## config.mk

```make
export PLATFORM = sky130hd
export DESIGN_NAME = tlbResolve
export DESIGN_NICKNAME = d
export VERILOG_FILES = /design/src/tlbEntryPkg.sv /design/src/tlbOpPkg.sv /design/src/tlbResolve.sv
export SDC_FILE = /design/constraint.sdc
export NUM_CORES = 1
export LEC_CHECK = 0
export BUFFER_PORTS_ARGS = -buffer_cell sky130_fd_sc_hd__buf_2
export CORE_AREA = 2 2 234 236
export CTS_BUF_LIST = sky130_fd_sc_hd__clkbuf_4 sky130_fd_sc_hd__clkbuf_8 sky130_fd_sc_hd__clkbuf_16
export CTS_CLUSTER_SIZE = 40
export DETAILED_ROUTE_END_ITERATION = 6
export DIE_AREA = 0 0 236 238
export GPL_TIMING_DRIVEN = 1
export HOLD_SLACK_MARGIN = 0.06
export MAX_ROUTING_LAYER = met4
export PLACE_DENSITY = 0.31
export SETUP_SLACK_MARGIN = 0.4
export SLEW_MARGIN = 20
export SYNTH_ARGS = -nofsm -noshare
export SYNTH_HDL_FRONTEND = slang
export SYNTH_SLANG_ARGS = --single-unit
```

## constraint.sdc

```tcl
create_clock -name clock -period 3.45 [get_ports clock]
set_input_delay 0 -clock clock [delete_from_list [all_inputs] [get_ports clock]]
set_output_delay 0 -clock clock [all_outputs]
set_load 0.02 [all_outputs]
```

## src/tlbEntryPkg.sv

```systemverilog
// Entry layout and page geometry of the TLB.
// The ways store tlbEntry_t; LDTLB supplies one on ldEntry.
package tlbEntryPkg;

	// 4 KiB pages only
	localparam int pageShift = 12;

	// 48-bit address minus the page offset
	localparam int vpnBits = 48 - pageShift;

	typedef logic [15:0] asid_t;
	typedef logic [7:0] rover_t;
	typedef logic [vpnBits-1:0] vpn_t;
	typedef logic [vpnBits-1:0] ppn_t;

	// one translation
	// an entry only counts while its rover matches the live generation
	typedef struct packed {
		logic valid;
		rover_t rover;
		asid_t asid;
		vpn_t vpn;
		ppn_t ppn;
	} tlbEntry_t;

endpackage

```

## src/tlbOpPkg.sv

```systemverilog
// Request-side definitions for the TLB: operation codes, address and tag types,
// exception codes and the fixed physical-window constants.
package tlbOpPkg;

	// virtual and physical addresses share one width
	localparam int vaBits = 48;

	typedef logic [7:0] tlbOp_t;
	typedef logic [vaBits-1:0] vaddr_t;
	typedef logic [15:0] seqTag_t;
	typedef logic [15:0] excCode_t;

	// operation codes carried on reqOp
	localparam tlbOp_t opIdle = 8'h00;
	localparam tlbOp_t opLoad = 8'h91;
	localparam tlbOp_t opStore = 8'hA1;
	localparam tlbOp_t opLdtlb = 8'h0C;
	localparam tlbOp_t opInvtlb = 8'h0D;

	// raised on a translated access with no matching entry
	localparam excCode_t excMiss = 16'hA001;

	// top nibble of an untranslated physical address
	localparam logic [3:0] physWindow = 4'hC;

	// page number a missing access is redirected to
	localparam logic [31:0] faultPage = 32'h0000_0010;

endpackage

```

## src/tlbResolve.sv

```systemverilog
// Second pipeline stage of the TLB. Picks the hitting way, decides between
// bypass, translation and miss, and registers the response toward the L2.
`timescale 1ns/1ns

module tlbResolve #(
	parameter int numWays = 4
) (
	input logic clock,
	input logic rstN,
	input logic hold,
	input tlbOpPkg::tlbOp_t curOp,
	input tlbOpPkg::vaddr_t curAddr,
	input tlbOpPkg::seqTag_t curTag,
	input logic curMmuEnable,
	input logic [numWays-1:0] wayHit,
	input tlbEntryPkg::tlbEntry_t [numWays-1:0] wayEntry,
	output tlbOpPkg::vaddr_t respAddr,
	output tlbOpPkg::tlbOp_t respOp,
	output tlbOpPkg::seqTag_t respTag,
	output tlbOpPkg::excCode_t respExc,
	output tlbOpPkg::vaddr_t respTea
);
	import tlbOpPkg::*;
	import tlbEntryPkg::*;

	logic isAccess;
	logic inPhysWindow;
	logic bypass;
	ppn_t selPpn;
	vaddr_t nxtAddr;
	excCode_t nxtExc;
	vaddr_t nxtTea;

	assign isAccess = (curOp == opLoad) || (curOp == opStore);
	assign inPhysWindow = (curAddr[vaBits-1 -: 4] == physWindow);
	assign bypass = !curMmuEnable || inPhysWindow || !isAccess;

	// lowest hitting way wins
	always_comb
	begin
		selPpn = '0;
		for (int i = numWays - 1; i >= 0; i--)
		begin
			if (wayHit[i])
				selPpn = wayEntry[i].ppn;
		end
	end

	always_comb
	begin
		nxtAddr = curAddr;
		nxtExc = '0;
		nxtTea = '0;
		if (!bypass)
		begin
			if (|wayHit)
			begin
				nxtAddr = {selPpn, curAddr[pageShift-1:0]};
			end
			else
			begin
				// redirect into the fault page and report the faulting address
				nxtAddr = {physWindow, faultPage, curAddr[pageShift-1:0]};
				nxtExc = excMiss;
				nxtTea = curAddr;
			end
		end
	end

	always_ff @(posedge clock)
	begin
		if (!rstN)
		begin
			respOp <= opIdle;
			respExc <= '0;
		end
		else if (!hold)
		begin
			respOp <= curOp;
			respExc <= nxtExc;
		end
	end

	always_ff @(posedge clock)
	begin
		if (!hold)
		begin
			respAddr <= nxtAddr;
			respTag <= curTag;
			respTea <= nxtTea;
		end
	end

	// LDTLB must never leave the same translation in two ways of a set
	oneWayHit: assert property (@(posedge clock) disable iff (!rstN)
		(!hold && isAccess && curMmuEnable) |-> $onehot0(wayHit));

endmodule

```

# Yosys cells after proc, flatten, opt, wreduce, memory -nomap -nowiden
# Index checks and enable logic that the tools add are counted.
# word_totals
reg_bits	136
inputBits	468
elab_cells	23
# op_classes
n_eq_ne	3
mux	8
n_reduce_logical	7
# ops
operator	count
36-bit two-way mux	4
48-bit two-way mux	2
16-bit two-way mux	2
8-bit equality test (second input constant)	2
5-bit OR reduction	1
4-bit equality test (second input constant)	1
4-bit OR reduction	1
1-bit logical OR	3
1-bit logical NOT	2

# Depth between registers and ports, before layout
# depth
word_depth	6
depth_mapped	6
mapped_depth_nobuf	3

# Least setup slack after synthesis
# No wires, ideal clock.
# synth_timing
path_type	input port to flip-flop
start	input port hold
end	register respAddr[0], enable pin
setup_ps	466
arrival_time_ps	2499
setup_slack_ps	485
path_stages	2
cell_sequence	clkbuf_1 -> inv_1
# synth_rtl
item	line	text
from (decl)	tlbResolve.sv:10	input logic hold,
to (signal assigned)	tlbResolve.sv:88	respAddr <= nxtAddr;
to (decl)	tlbResolve.sv:17	output tlbOpPkg::vaddr_t respAddr,
# No word-level cell between the ends.

# Worst setup path after layout
# layout_timing
start	input port curOp[5]
end	register respAddr[47] (data pin)
# layout_via
elab_chain_len	5
word_cells_on_any_way	6
# layout_rtl
item	line	text
from (decl)	tlbResolve.sv:11	input tlbOpPkg::tlbOp_t curOp,
8-bit equality test	tlbResolve.sv:34	assign isAccess = (curOp == opLoad) || (curOp == opStore);
1-bit logical OR *	tlbResolve.sv:34	
1-bit logical NOT *	tlbResolve.sv:36	assign bypass = !curMmuEnable || inPhysWindow || !isAccess;
1-bit logical OR *	tlbResolve.sv:36	
48-bit two-way mux *	tlbResolve.sv:54	if (!bypass)
named net nxtAddr[47]	tlbResolve.sv:30	vaddr_t nxtAddr;
# The timed path passes the listed nets; every way through them passes the cells marked *.
# A chain may end at the register's enable or synchronous reset.

==> impl_metrics.py <==
metrics = {
    "global_routing": {
        "grt_use_total_pct": 12.5,
        "first_global_vias": 6503,
        "grt_remaining_overflow": 0,
        "antenna_found_initial": 8,
        "grt_max_degree": 59,
        "grt_pass1_wl_mm": 47.2,
    },
    "placement": {
        "io_buffers": 346,
        "dp.final_hpwl_mm": 23.9,
        "placed_cells": 1437,
        "globalplace.congestion": 0.698,
    },
    "synthesis": {
        "seq_area_frac_synth_pct": 62.0,
        "synthTopCellsByArea": "edfxtp_1 (59%), o41ai_1 (8.7%), and3_1 (5.4%), a221oi_1 (4.9%), o22ai_1 (3.5%)",
        "synth_cell_types": 38,
        "synthFlopType": "edfxtp_1",
        "async_reset_ff_share_pct": 0,
        "syn_inst": 426,
        "synth.most_common_cell": "edfxtp_1",
        "synth_largest_area_cell": "edfxtp_1",
        "yosys.area.top_type_share_pct": 58.8,
        "ys_ff_latch": 121,
        "synthTopCellsByCount": "edfxtp_1 (112), o41ai_1 (57), and3_1 (49)",
        "syn_area_um2": 5720,
        "ys_warn_count": 0,
        "synth_edf_count": 112,
        "postSynthAreaPerCell_um2": 13.4,
    },
    "detailed_routing": {
        "first_pass_iters": 6,
        "vias": 6063,
        "wl_per_cell_um": 20.8,
        "antenna_left": 0,
        "drt-initial-drc-count": 258,
        "wirelength_mm": 33.9,
        "viasPerCell": 3.73,
        "drc": 0,
    },
    "worst_hold_path": {
        "hold_depth": 3,
        "hold_class": "input port to register",
        "whs_endpoint": "respAddr[42]",
        "hold_start": "wayEntry[127]",
    },
    "cts": {
        "tritoncts": "done",
        "insertion_delay_ns": 0.48,
        "cts_made_buffers": 17,
        "path_clk_slew_ns": 0.06,
        "cts_root_buf": "clkbuf_16",
        "clock_sinks": 121,
        "cts_setup_buffers": 0,
        "cts_buffer_depth": 2,
        "htree_levels": 4,
    },
    "worst_setup_path": {
        "crit_type": "input port to register",
        "rrSetupSlack_ns": 1.73,
        "crit_start": "curOp[5]",
        "worstPathMaxFanout": 23,
        "r2r_start": "respOp[7]",
        "critPathMaxStageDelay_ns": 0.81,
        "cp_top_family": "buffers and inverters",
        "start_kind": "input port",
        "cp_cell_sequence": "dlygate4sd3_1 > buf_2 > xnor2_2 > buf_4 > nor4_4 > buf_4 > a31oi_1 > dlygate4sd3_1",
        "cp_slowest_cell": "xnor2_2",
        "crit_buf_inv": 5,
        "timing.rr.end": "respOp[7]",
        "crit_required_ns": 3.79,
        "r2r_cells": 4,
        "setup.worst_path.end_class": "register",
        "cp.arrival_ns": 3.09,
    },
    "cells_and_area": {
        "final_layout_size_suffix_gt1_share_pct": 44.8,
        "area_delta_synth_final_pct": 81.9,
        "ff_latch_area_um2": 3540,
        "multi_input_area_um2": 1910,
        "fin_util_pct": 19.5,
        "final_cells": 1627,
        "fill_cells": 5920,
        "nets": 1382,
    },
    "die": {
        "io_pins": 604,
        "fp.coreArea_um2": 53500,
        "die_x_um": 236,
        "rows": 85,
        "start_util_pct": 10.7,
        "die_h_um": 238,
        "dieArea_um2": 56200,
    },
    "power": {
        "swShare_pct": 28.8,
        "ir_drop_uv": 391,
        "power.leakage_uw": 0.00432,
        "switchingPower_uw": 1260,
        "power_frac_seq_pct": 39.5,
        "combPwrFrac_pct": 18.8,
        "powerDensity_nw_per_um2": 420,
        "power.share.clock_pct": 41.6,
        "intPower_uw": 3110,
    },
    "timing": {
        "rsz0062_at_grt": "no",
        "relSlewSlack_pct": 30.7,
        "setup-violations-final": 0,
        "tightest_slew_ns": 1.03,
        "period_minus_slack_ns": 2.75,
        "final.period_utilization_pct": 79.6,
        "maxSlewViolCount": 0,
        "clock_skew_ns": 0,
        "finalHoldViolCount": 0,
        "max_freq_mhz": 364,
        "fin_setup_tns_ns": 0,
    },
    "run": {
        "cap_violations": 0,
    },
    "outcome": {
        "run_status": "finished clean",
    },
}
-- cells by family (layout without fill, tap and decap cells) --
| kind of cell | count (synthesis) | count (layout) | synth area share (%) |
|---|---|---|---|
| other | 1 | 18 | 0.0656 |
| DFF | 121 | 121 | 62.0 |
| AOI/OAI and AO/OA | 148 | 148 | 21.0 |
| muxes | 8 | 8 | 1.40 |
| xor gates and xnor gates | 2 | 2 | 0.306 |
| buffers and inverters | 72 | 560 | 6.15 |
| and+or+nand+nor | 74 | 74 | 9.12 |
-- per-layer routing --
metal / global-route usage [%] / share of wire [%] / wire (um) / vias to the layer above
li1: - / - / - / 2783
met1: 15.4 / 46 / 15500 / 3010
met2: 19.3 / 46 / 15700 / 234
met3: 3.54 / 5.7 / 1930 / 36
met4: 4.54 / 2.2 / 731 / 0
met5: - / 0 / 0 / -
-- cells in the final DEF (no fill, tap or decap), types with 3 or more instances in the layout --
| cell | netlist | layout |
|---|---|---|
| buf_4 | 15 | 22 |
| o41ai_1 | 57 | 57 |
| a21oi_1 | 6 | 6 |
| clkbuf_16 | 0 | 17 |
| clkinvlp_4 | 0 | 4 |
| diode_2 | 0 | 5 |
| mux2i_1 | 8 | 8 |
| a221o_1 | 3 | 3 |
| a221oi_1 | 32 | 32 |
| a31oi_1 | 3 | 3 |
| a41oi_1 | 3 | 3 |
| o22ai_1 | 32 | 32 |
| inv_1 | 5 | 3 |
| o31ai_1 | 6 | 6 |
| dfxtp_1 | 9 | 9 |
| o41ai_2 | 3 | 3 |
| edfxtp_1 | 112 | 112 |
| dlygate4sd3_1 | 0 | 154 |
| nand3b_1 | 3 | 3 |
| clkinv_2 | 0 | 4 |
| conb_1 | 1 | 13 |
| buf_2 | 15 | 346 |
| nor2b_1 | 9 | 8 |
| and3_1 | 49 | 49 |
-- power groups by stage --
stage | Combinational (uW) | Clock [uW] | Sequential [uW]
floorplan | 188 | 0 | 1890
global placement | 689 | 0 | 1760
detailed placement | 689 | 0 | 1760
CTS | 839 | 1900 | 1730
global route | 885 | 1940 | 1740
finish | 824 | 1820 | 1730
-- stage by stage --
stage                     hold WS [ns]  instance area [um2]  setup WS [ns]  power, uW
after floorplan                 0.0989                 5760          0.485       2080
after global placement           0.178                 8290           1.12       2450
after detailed placement         0.179                 8290           1.15       2450
after CTS                       0.0624                10400          0.695       4470
after global routing             0.113                10400          0.608       4560
final                           0.0909                10400          0.703       4370
-- state kept, by name, summed over array words and instances (netlist names) --
register	flops
respAddr	48
respTea	48
respOp	8
respTag	16
respExc	1
-- worst max path at each step --
| stage | slack (ns) | to | depth (start not counted) |
|---|---|---|---|
| detailed placement | 1.15 | respAddr[27] | 4 |
| global route | 0.61 | respAddr[47] | 8 |
| floorplan | 0.48 | respAddr[0] | 2 |
| global placement | 1.12 | respAddr[27] | 4 |
| CTS | 0.70 | respAddr[47] | 8 |
| finish | 0.70 | respAddr[47] | 8 |
-- cell type report --
cell class | instances | share of cell area, %
inverter | 5 | 0.228
tap | 696 | 8.37
sequential | 121 | 34.1
timing repair buffer | 524 | 33.4
clock buffer | 18 | 4.16
antenna | 5 | 0.120
clock inverter | 13 | 1.26
multi-input combinational | 245 | 18.4
-- tightest hold or removal path, cell delays in order --
cell	delay, ns
buf_2	0.07
o22ai_1	0.11
o41ai_1	0.27
-- repair_timing --
action / in CTS / in global routing
gates resized for setup: 0 / 0
hold buffers: 154 / 0
hold endpoints to repair: 121 / 0
Note: power is estimated with default switching activity, not from simulation.
