**config.mk**
```make
export PLATFORM = sky130hd
export DESIGN_NAME = tlbRequestStage
export DESIGN_NICKNAME = d
export VERILOG_FILES = /design/src/tlbEntryPkg.sv /design/src/tlbOpPkg.sv /design/src/tlbRequestStage.sv
export SDC_FILE = /design/constraint.sdc
export NUM_CORES = 1
export LEC_CHECK = 0
export ABC_CLOCK_PERIOD_IN_PS = 13900
export BUFFER_PORTS_ARGS = -buffer_cell sky130_fd_sc_hd__buf_2
export CORE_AREA = 2 2 156 158
export CTS_CLUSTER_DIAMETER = 60
export DETAILED_ROUTE_END_ITERATION = 6
export DIE_AREA = 0 0 158 160
export PLACE_DENSITY = 0.55
export SLEW_MARGIN = 0
export SYNTH_ARGS = -nofsm -noshare
export SYNTH_HDL_FRONTEND = slang
export SYNTH_SLANG_ARGS = --single-unit
```
**constraint.sdc**
```tcl
create_clock -name clock -period 13.9 [get_ports clock]
set_clock_uncertainty 0.2 [all_clocks]
set_input_delay 0.695 -clock clock [delete_from_list [all_inputs] [get_ports clock]]
set_output_delay 0.695 -clock clock [all_outputs]
set_load 0.03 [all_outputs]
```
**src/tlbEntryPkg.sv**
```systemverilog
// Entry layout and page geometry of the TLB.
// The ways store tlbEntry_t; LDTLB supplies one on ldEntry.
package tlbEntryPkg;

	// 4 KiB pages only
	localparam int pageShift = 12;

	// 48-bit address minus the page offset
	localparam int vpnBits = 48 - pageShift;

	typedef logic [15:0] asid_t;
	typedef logic [7:0] rover_t;
	typedef logic [vpnBits-1:0] vpn_t;
	typedef logic [vpnBits-1:0] ppn_t;

	// one translation
	// an entry only counts while its rover matches the live generation
	typedef struct packed {
		logic valid;
		rover_t rover;
		asid_t asid;
		vpn_t vpn;
		ppn_t ppn;
	} tlbEntry_t;

endpackage

```
**src/tlbOpPkg.sv**
```systemverilog
// Request-side definitions for the TLB: operation codes, address and tag types,
// exception codes and the fixed physical-window constants.
package tlbOpPkg;

	// virtual and physical addresses share one width
	localparam int vaBits = 48;

	typedef logic [7:0] tlbOp_t;
	typedef logic [vaBits-1:0] vaddr_t;
	typedef logic [15:0] seqTag_t;
	typedef logic [15:0] excCode_t;

	// operation codes carried on reqOp
	localparam tlbOp_t opIdle = 8'h00;
	localparam tlbOp_t opLoad = 8'h91;
	localparam tlbOp_t opStore = 8'hA1;
	localparam tlbOp_t opLdtlb = 8'h0C;
	localparam tlbOp_t opInvtlb = 8'h0D;

	// raised on a translated access with no matching entry
	localparam excCode_t excMiss = 16'hA001;

	// top nibble of an untranslated physical address
	localparam logic [3:0] physWindow = 4'hC;

	// page number a missing access is redirected to
	localparam logic [31:0] faultPage = 32'h0000_0010;

endpackage

```
**src/tlbRequestStage.sv**
```systemverilog
// First pipeline stage of the TLB. Registers the incoming request, forms the
// set index for the way arrays and keeps the generation counter.
`timescale 1ns/1ns

module tlbRequestStage #(
	parameter int setBits = 6
) (
	input logic clock,
	input logic rstN,
	input logic hold,
	input tlbOpPkg::tlbOp_t reqOp,
	input tlbOpPkg::vaddr_t reqAddr,
	input tlbOpPkg::seqTag_t reqTag,
	input tlbEntryPkg::tlbEntry_t ldEntry,
	input logic mmuEnable,
	input tlbEntryPkg::asid_t asid,
	output logic [setBits-1:0] readIndex,
	output logic [setBits-1:0] curIndex,
	output tlbOpPkg::tlbOp_t curOp,
	output tlbOpPkg::vaddr_t curAddr,
	output tlbOpPkg::seqTag_t curTag,
	output logic curMmuEnable,
	output tlbEntryPkg::asid_t curAsid,
	output tlbEntryPkg::rover_t rover,
	output logic insertEn,
	output tlbEntryPkg::tlbEntry_t insertEntry
);
	import tlbOpPkg::*;
	import tlbEntryPkg::*;

	tlbEntry_t curEntry;
	vpn_t reqVpn;

	// LDTLB indexes by the vpn of the new entry, everything else by the address
	assign reqVpn = (reqOp == opLdtlb) ? ldEntry.vpn : reqAddr[vaBits-1:pageShift];
	assign readIndex = reqVpn[setBits-1:0];

	always_ff @(posedge clock)
	begin
		if (!rstN)
		begin
			curOp <= opIdle;
			curMmuEnable <= 1'b0;
			rover <= '0;
		end
		else if (!hold)
		begin
			curOp <= reqOp;
			curMmuEnable <= mmuEnable;
			// invalidate everything by moving to a new generation
			if (curOp == opInvtlb)
				rover <= rover + 1'b1;
		end
	end

	always_ff @(posedge clock)
	begin
		if (!hold)
		begin
			curAddr <= reqAddr;
			curTag <= reqTag;
			curAsid <= asid;
			curIndex <= readIndex;
			curEntry <= ldEntry;
		end
	end

	assign insertEn = (curOp == opLdtlb);

	// new entry is stamped with the live generation
	always_comb
	begin
		insertEntry = curEntry;
		insertEntry.valid = 1'b1;
		insertEntry.rover = rover;
	end

	// a registered LDTLB can only appear through an edge that was not held
	insertNotHeld: assert property (@(posedge clock) disable iff (!rstN)
		$rose(insertEn) |-> !$past(hold));

endmodule

```
== Word-level counts from Yosys, hierarchy flattened ==
Index checks and enable logic that the tools add are counted.

* Bitwise gates (word level): 1
* Add/subtract/negate cells: 1
* Equal/unequal tests: 3
* Reductions and logical operators: 1
* Mux-type cells: 1

{| class="wikitable"
|+ Operator list
! operator !! number
|-
| 8-bit by 4-bit == test with 1-bit output (second input constant) || 3
|-
| 8-bit by 1-bit adder with 8-bit output (second input constant) || 1
|-
| 6-bit 2-to-1 mux || 1
|-
| 2-bit AND reduction || 1
|-
| 1-bit inverter || 1
|}

* Register bits: 191
* Output and inout port bits: 207

== Depth between registers and ports, before layout ==
* Depth after elaboration: 2
* Depth in mapped cells: 4

== Worst setup path after synthesis ==
Ideal clock, no wire load.

* Kind: input to register
* Start point: input hold
* End point: register curAddr[0], enable pin
* Data arrival time: 4.391 ns
* Path buffers: 1
* Stages on the path: 2
* Library setup time: 0.527 ns
* Path slack: 8.783 ns
* Cells stage by stage: clkbuf_1 -> inv_1

{| class="wikitable"
|+ RTL lines
! what !! line !! text
|-
| start, declared || tlbRequestStage.sv:10 || <nowiki>input logic hold,</nowiki>
|-
| end signal, assigned || tlbRequestStage.sv:60 || <nowiki>curAddr <= reqAddr;</nowiki>
|-
| end, declared || tlbRequestStage.sv:20 || <nowiki>output tlbOpPkg::vaddr_t curAddr,</nowiki>
|}

No word-level cell between the ends.

== Final worst setup path ==
* Start point: input reqOp[5]
* End point: output readIndex[1]

* Word-level cells in the longest chain between the ends: 2

{| class="wikitable"
|+ Ends and longest elaborated chain
! what !! line !! text
|-
| start, declared || tlbRequestStage.sv:11 || <nowiki>input tlbOpPkg::tlbOp_t reqOp,</nowiki>
|-
| 8-bit by 4-bit == test with 1-bit output || tlbRequestStage.sv:35 || <nowiki>assign reqVpn = (reqOp == opLdtlb) ? ldEntry.vpn : reqAddr[vaBits-1:pageShift];</nowiki>
|-
| 6-bit 2-to-1 mux || tlbRequestStage.sv:35 ||
|-
| end, declared || tlbRequestStage.sv:17 || <nowiki>output logic [setBits-1:0] readIndex,</nowiki>
|}

Every way passes these cells.

==> reports/results.env <==
SYNTHESIS.AREA_UM2=6122
FP.DIEH_UM=160
SYNTHTOPCELLSBYCOUNT='sky130_fd_sc_hd__edfxtp_1, sky130_fd_sc_hd__dfxtp_1, sky130_fd_sc_hd__nor2_1'
CLOCK_TREE.ROOT_CELL='sky130_fd_sc_hd__clkbuf_16'
DP_CELLS=969
ROUTED_WL_UM=16810
YS_TOP_CELLS_BY_AREA='sky130_fd_sc_hd__edfxtp_1, sky130_fd_sc_hd__dfxtp_1, sky130_fd_sc_hd__mux2i_1'
DRT_FIRST_ITER_VIOLATIONS=133
SETUP_VIOL=0
STARTPOINT_TYPE_OF_THE_WORST_SETUP_PATH='input pin'
DIE_AREA_UM2=25280
WORSTSKEWPAIRLATENCY_PS=420
H_TREE_LVL_COUNT=4
AVGROUTEDWIREPERCELL_UM=16.79
CLOCKBUFFERDEPTH=2
FIN_SETUP_TNS_PS=0
POST_SYNTH_INST_COUNT=270
CRITICAL_PATH.TOP_DELAY_FAMILY='simple AND/OR/NAND/NOR gates'
WORST-SETUP-PATH-TYPE='in2out'
INITIAL_UTILIZATION_PCT=25.70
MIN_TO='insertEntry[11]'
TIMING_MAX_TRANSITION_VIOLATIONS_FINAL=0
SYNTH_AREA_PER_CELL_UM2=22.67
TIMING_WORST_SLEW_PIN_VALUE_PS=1066
GRTUSAGETOTAL_PCT=12.81
FINAL-HOLD-VIOLATION-COUNT=0
POST-SYNTH-TOP-AREA-CELL='sky130_fd_sc_hd__edfxtp_1'
DRTANTENNAVIOLNETS=0
SYNTH_TOP_AREA_SHARE_PCT=85.35
DPL-INSTANCE-AREA_UM2=8392
DPL.HPWL_UM=12870
RELSLEWSLACK_PCT=28.97
RATIO_OF_FINAL_MINIMUM_PERIOD_TO_CLOCK_PERIOD_PCT=22.66
POWER_PER_CELL_AREA_nW_PER_UM2=149.9
SYN-NUM-NETS=460
WORST_EP_ARRIVAL_TIME_PS=2250
YOSYS_WARNINGS=0
SYNTHTOLAYOUTAREAGROWTH_PCT=46.76
CP_SLOWEST_STAGE_DELAY_PS=510
DIE_WIDTH_UM=158
CRIT_PATH_FREQUENT_CELL='sky130_fd_sc_hd__buf_2'
POSTSYNTHREGISTERBITS=191
CRITICAL_PATH.ENDPOINT_TYPE='output port'
POST_CTS.REPAIR.SETUP_BUFFERS=0
FINAL_WEIGHTED_CONGESTION_IN_ROUTABILITY_DRIVEN_PLACEMENT=0.7287
SYNTH_EDF_COUNT=174
GLOBALROUTEOVERFLOWTOTAL=0
CLOCK_TRANSITION_AT_THE_REGISTERS_OF_THE_REPORTED_PATHS_PS=80
DR.PASS1.ITERS=4
FIRST_GLOBAL_VIAS=3935
FINAL_LAYOUT_SIZE_SUFFIX_GT1_SHARE_PCT=62.92
MAXIMUM_NUMBER_OF_PINS_ON_ONE_NET_BEFORE_GLOBAL_ROUTE_REPAIR=117
RSZ0062_AT_GRT='no'
MIN_FROM='ldEntry[11]'
CRIT_CHAIN='buf_2 -> nor4_1 -> nand4_1 -> mux2_1 -> buf_2'
HOLD_PATH_CLASS='in2reg'
DPL_WORST_SLACK_PS=10730
NUM_ROWS=57
CTS.SINKS=191
ROUTED-VIA-COUNT=3899
PORTBUFFERS=385
POST_CTS_RESIZE_COUNT=0
SYNTH_MOST_COMMON_CELL='sky130_fd_sc_hd__edfxtp_1'
PART_OF_THE_YOSYS_AREA_USED_FOR_SEQUENTIAL_ELEMENTS_PCT=90.91
MAXIMUM_OPERATING_FREQUENCY_MHz=317.5
TIMING.MAX_CAP.VIOLATIONS=0
CLOCK_TREE_FROM_TRITONCTS='yes'
REGTOREGENDPOINT='rover[7]'
POWER.LEAKAGE_nW=3.871
GRT_FIRST_PASS_WIRELENGTH_UM=23530
STATUS='finished, final reports clean'
WORSTPATHMAXFANOUT=6
DIODES=0
CTS_HOLD_REPAIR.BUFFERS=0
FINISH.UTILIZATION_PCT=37.72
CRITPATHREQUIREDTIME_PS=13010
LAYOUTNONFILLERINSTCOUNT=1001
WORSTREG2REGSTART='curOp[5]'
CRIT_SLOWEST_CELL='sky130_fd_sc_hd__mux2_1'
FINALINSTANCEAREA_UM2=8985
VIAS_PER_CELL=3.895
SYNTHDISTINCTLIBCELLS=27
LEADING_REGISTER_CELL_TYPE_OUT_OF_SYNTHESIS='sky130_fd_sc_hd__edfxtp_1'
ASYNCSETRESETFLOPFRACSYNTH_PCT=0
CRIT_BUF_INV=2
CTS-BUFFERS-INSERTED=17
FIN_HOLD_WS_PS=234.3
NETS=854
REG2REG_DEPTH=4
POWER.IR.VDD_WORST_mV=0.07012
FLOORPLAN.CORE_AREA_UM2=23820
P_TOTAL_mW=1.347
FINAL_CRITICAL_PATH_SETUP_SLACK_PS=10750
REG2REG_SLACK_PS=12120
FINAL_PERIOD_MINUS_WORST_SETUP_SLACK_PS=3149
GRT_ANTENNA_BEFORE_REPAIR=0
IO-PIN-COUNT=396
TIMING.HOLD.WORST_PATH_DEPTH=1
RESIDUAL_DRC=0
## worst max-delay path by stage
stage | depth (start not counted) | endpoint | slack, ps | startpoint
after floorplan | 2 | curAddr[0] | 8780 | hold
after global placement | 5 | readIndex[1] | 10720 | reqOp[5]
after detailed placement | 5 | readIndex[1] | 10730 | reqOp[5]
after CTS | 5 | readIndex[1] | 10730 | reqOp[5]
after global routing | 5 | readIndex[1] | 10680 | reqOp[5]
final | 5 | readIndex[1] | 10750 | reqOp[5]
## cell families after synthesis
logic type / synth area share (%)
and+or+nand+nor: 3.556
AOI/OAI and AO/OA: 0.3270
muxes: 2.902
xor gates and xnor gates: 0.5722
adders and majority gates: 0.2043
other: 0.06125
buffers and inverters: 1.471
DFF: 90.91
## cell type report
cell class                 count  area, um^2
clock buffer                  17       425.4
inverter                       4       20.02
sequential                   191        5565
fill                        2336       14840
clock inverter                15       167.7
tap                          324       405.4
multi-input combinational     64       466.7
timing repair buffer         386        1934
## placed cells by master, fill, tap and decap left out, types with 2 or more instances in the layout
cell type                   netlist  final
sky130_fd_sc_hd__buf_2            0    385
sky130_fd_sc_hd__edfxtp_1       174    174
sky130_fd_sc_hd__clkbuf_16        0     17
sky130_fd_sc_hd__dfxtp_1         17     17
sky130_fd_sc_hd__nor2_1          16     16
sky130_fd_sc_hd__mux2i_1         11     11
sky130_fd_sc_hd__inv_6            0      6
sky130_fd_sc_hd__xnor2_1          4      4
sky130_fd_sc_hd__clkinv_8         0      4
sky130_fd_sc_hd__nand4_1          3      3
sky130_fd_sc_hd__mux2_2           3      3
sky130_fd_sc_hd__mux2_1           3      3
sky130_fd_sc_hd__nor4_2           3      3
sky130_fd_sc_hd__nand2_1          3      3
sky130_fd_sc_hd__inv_1            4      3
sky130_fd_sc_hd__o21ai_0          2      2
sky130_fd_sc_hd__or3_1            2      2
sky130_fd_sc_hd__a21oi_1          2      2
sky130_fd_sc_hd__or4_4            2      2
sky130_fd_sc_hd__inv_8            0      2
## state kept, by name, summed over array words and instances, names as in the netlist
register,flops
curAsid,16
insertEntry,88
rover,8
curOp,8
curMmuEnable,1
curIndex,6
curTag,16
curAddr,48
## report_power, final
group / internal (mW) / switching, mW
Clock: 0.243 / 0.242
Combinational: 0.0490 / 0.128
Sequential: 0.673 / 0.0114
## per-layer routing
metal	part of all wire [%]	wire length, um	vias up	GRT usage (%)
met5	0	0	-	0
met4	1.1	185	0	3.686
met3	8.6	1438	13	3.636
met2	52	8820	205	23.46
met1	38	6361	1856	14.35
li1	-	-	1825	-
(Power assumes the default switching activity.)
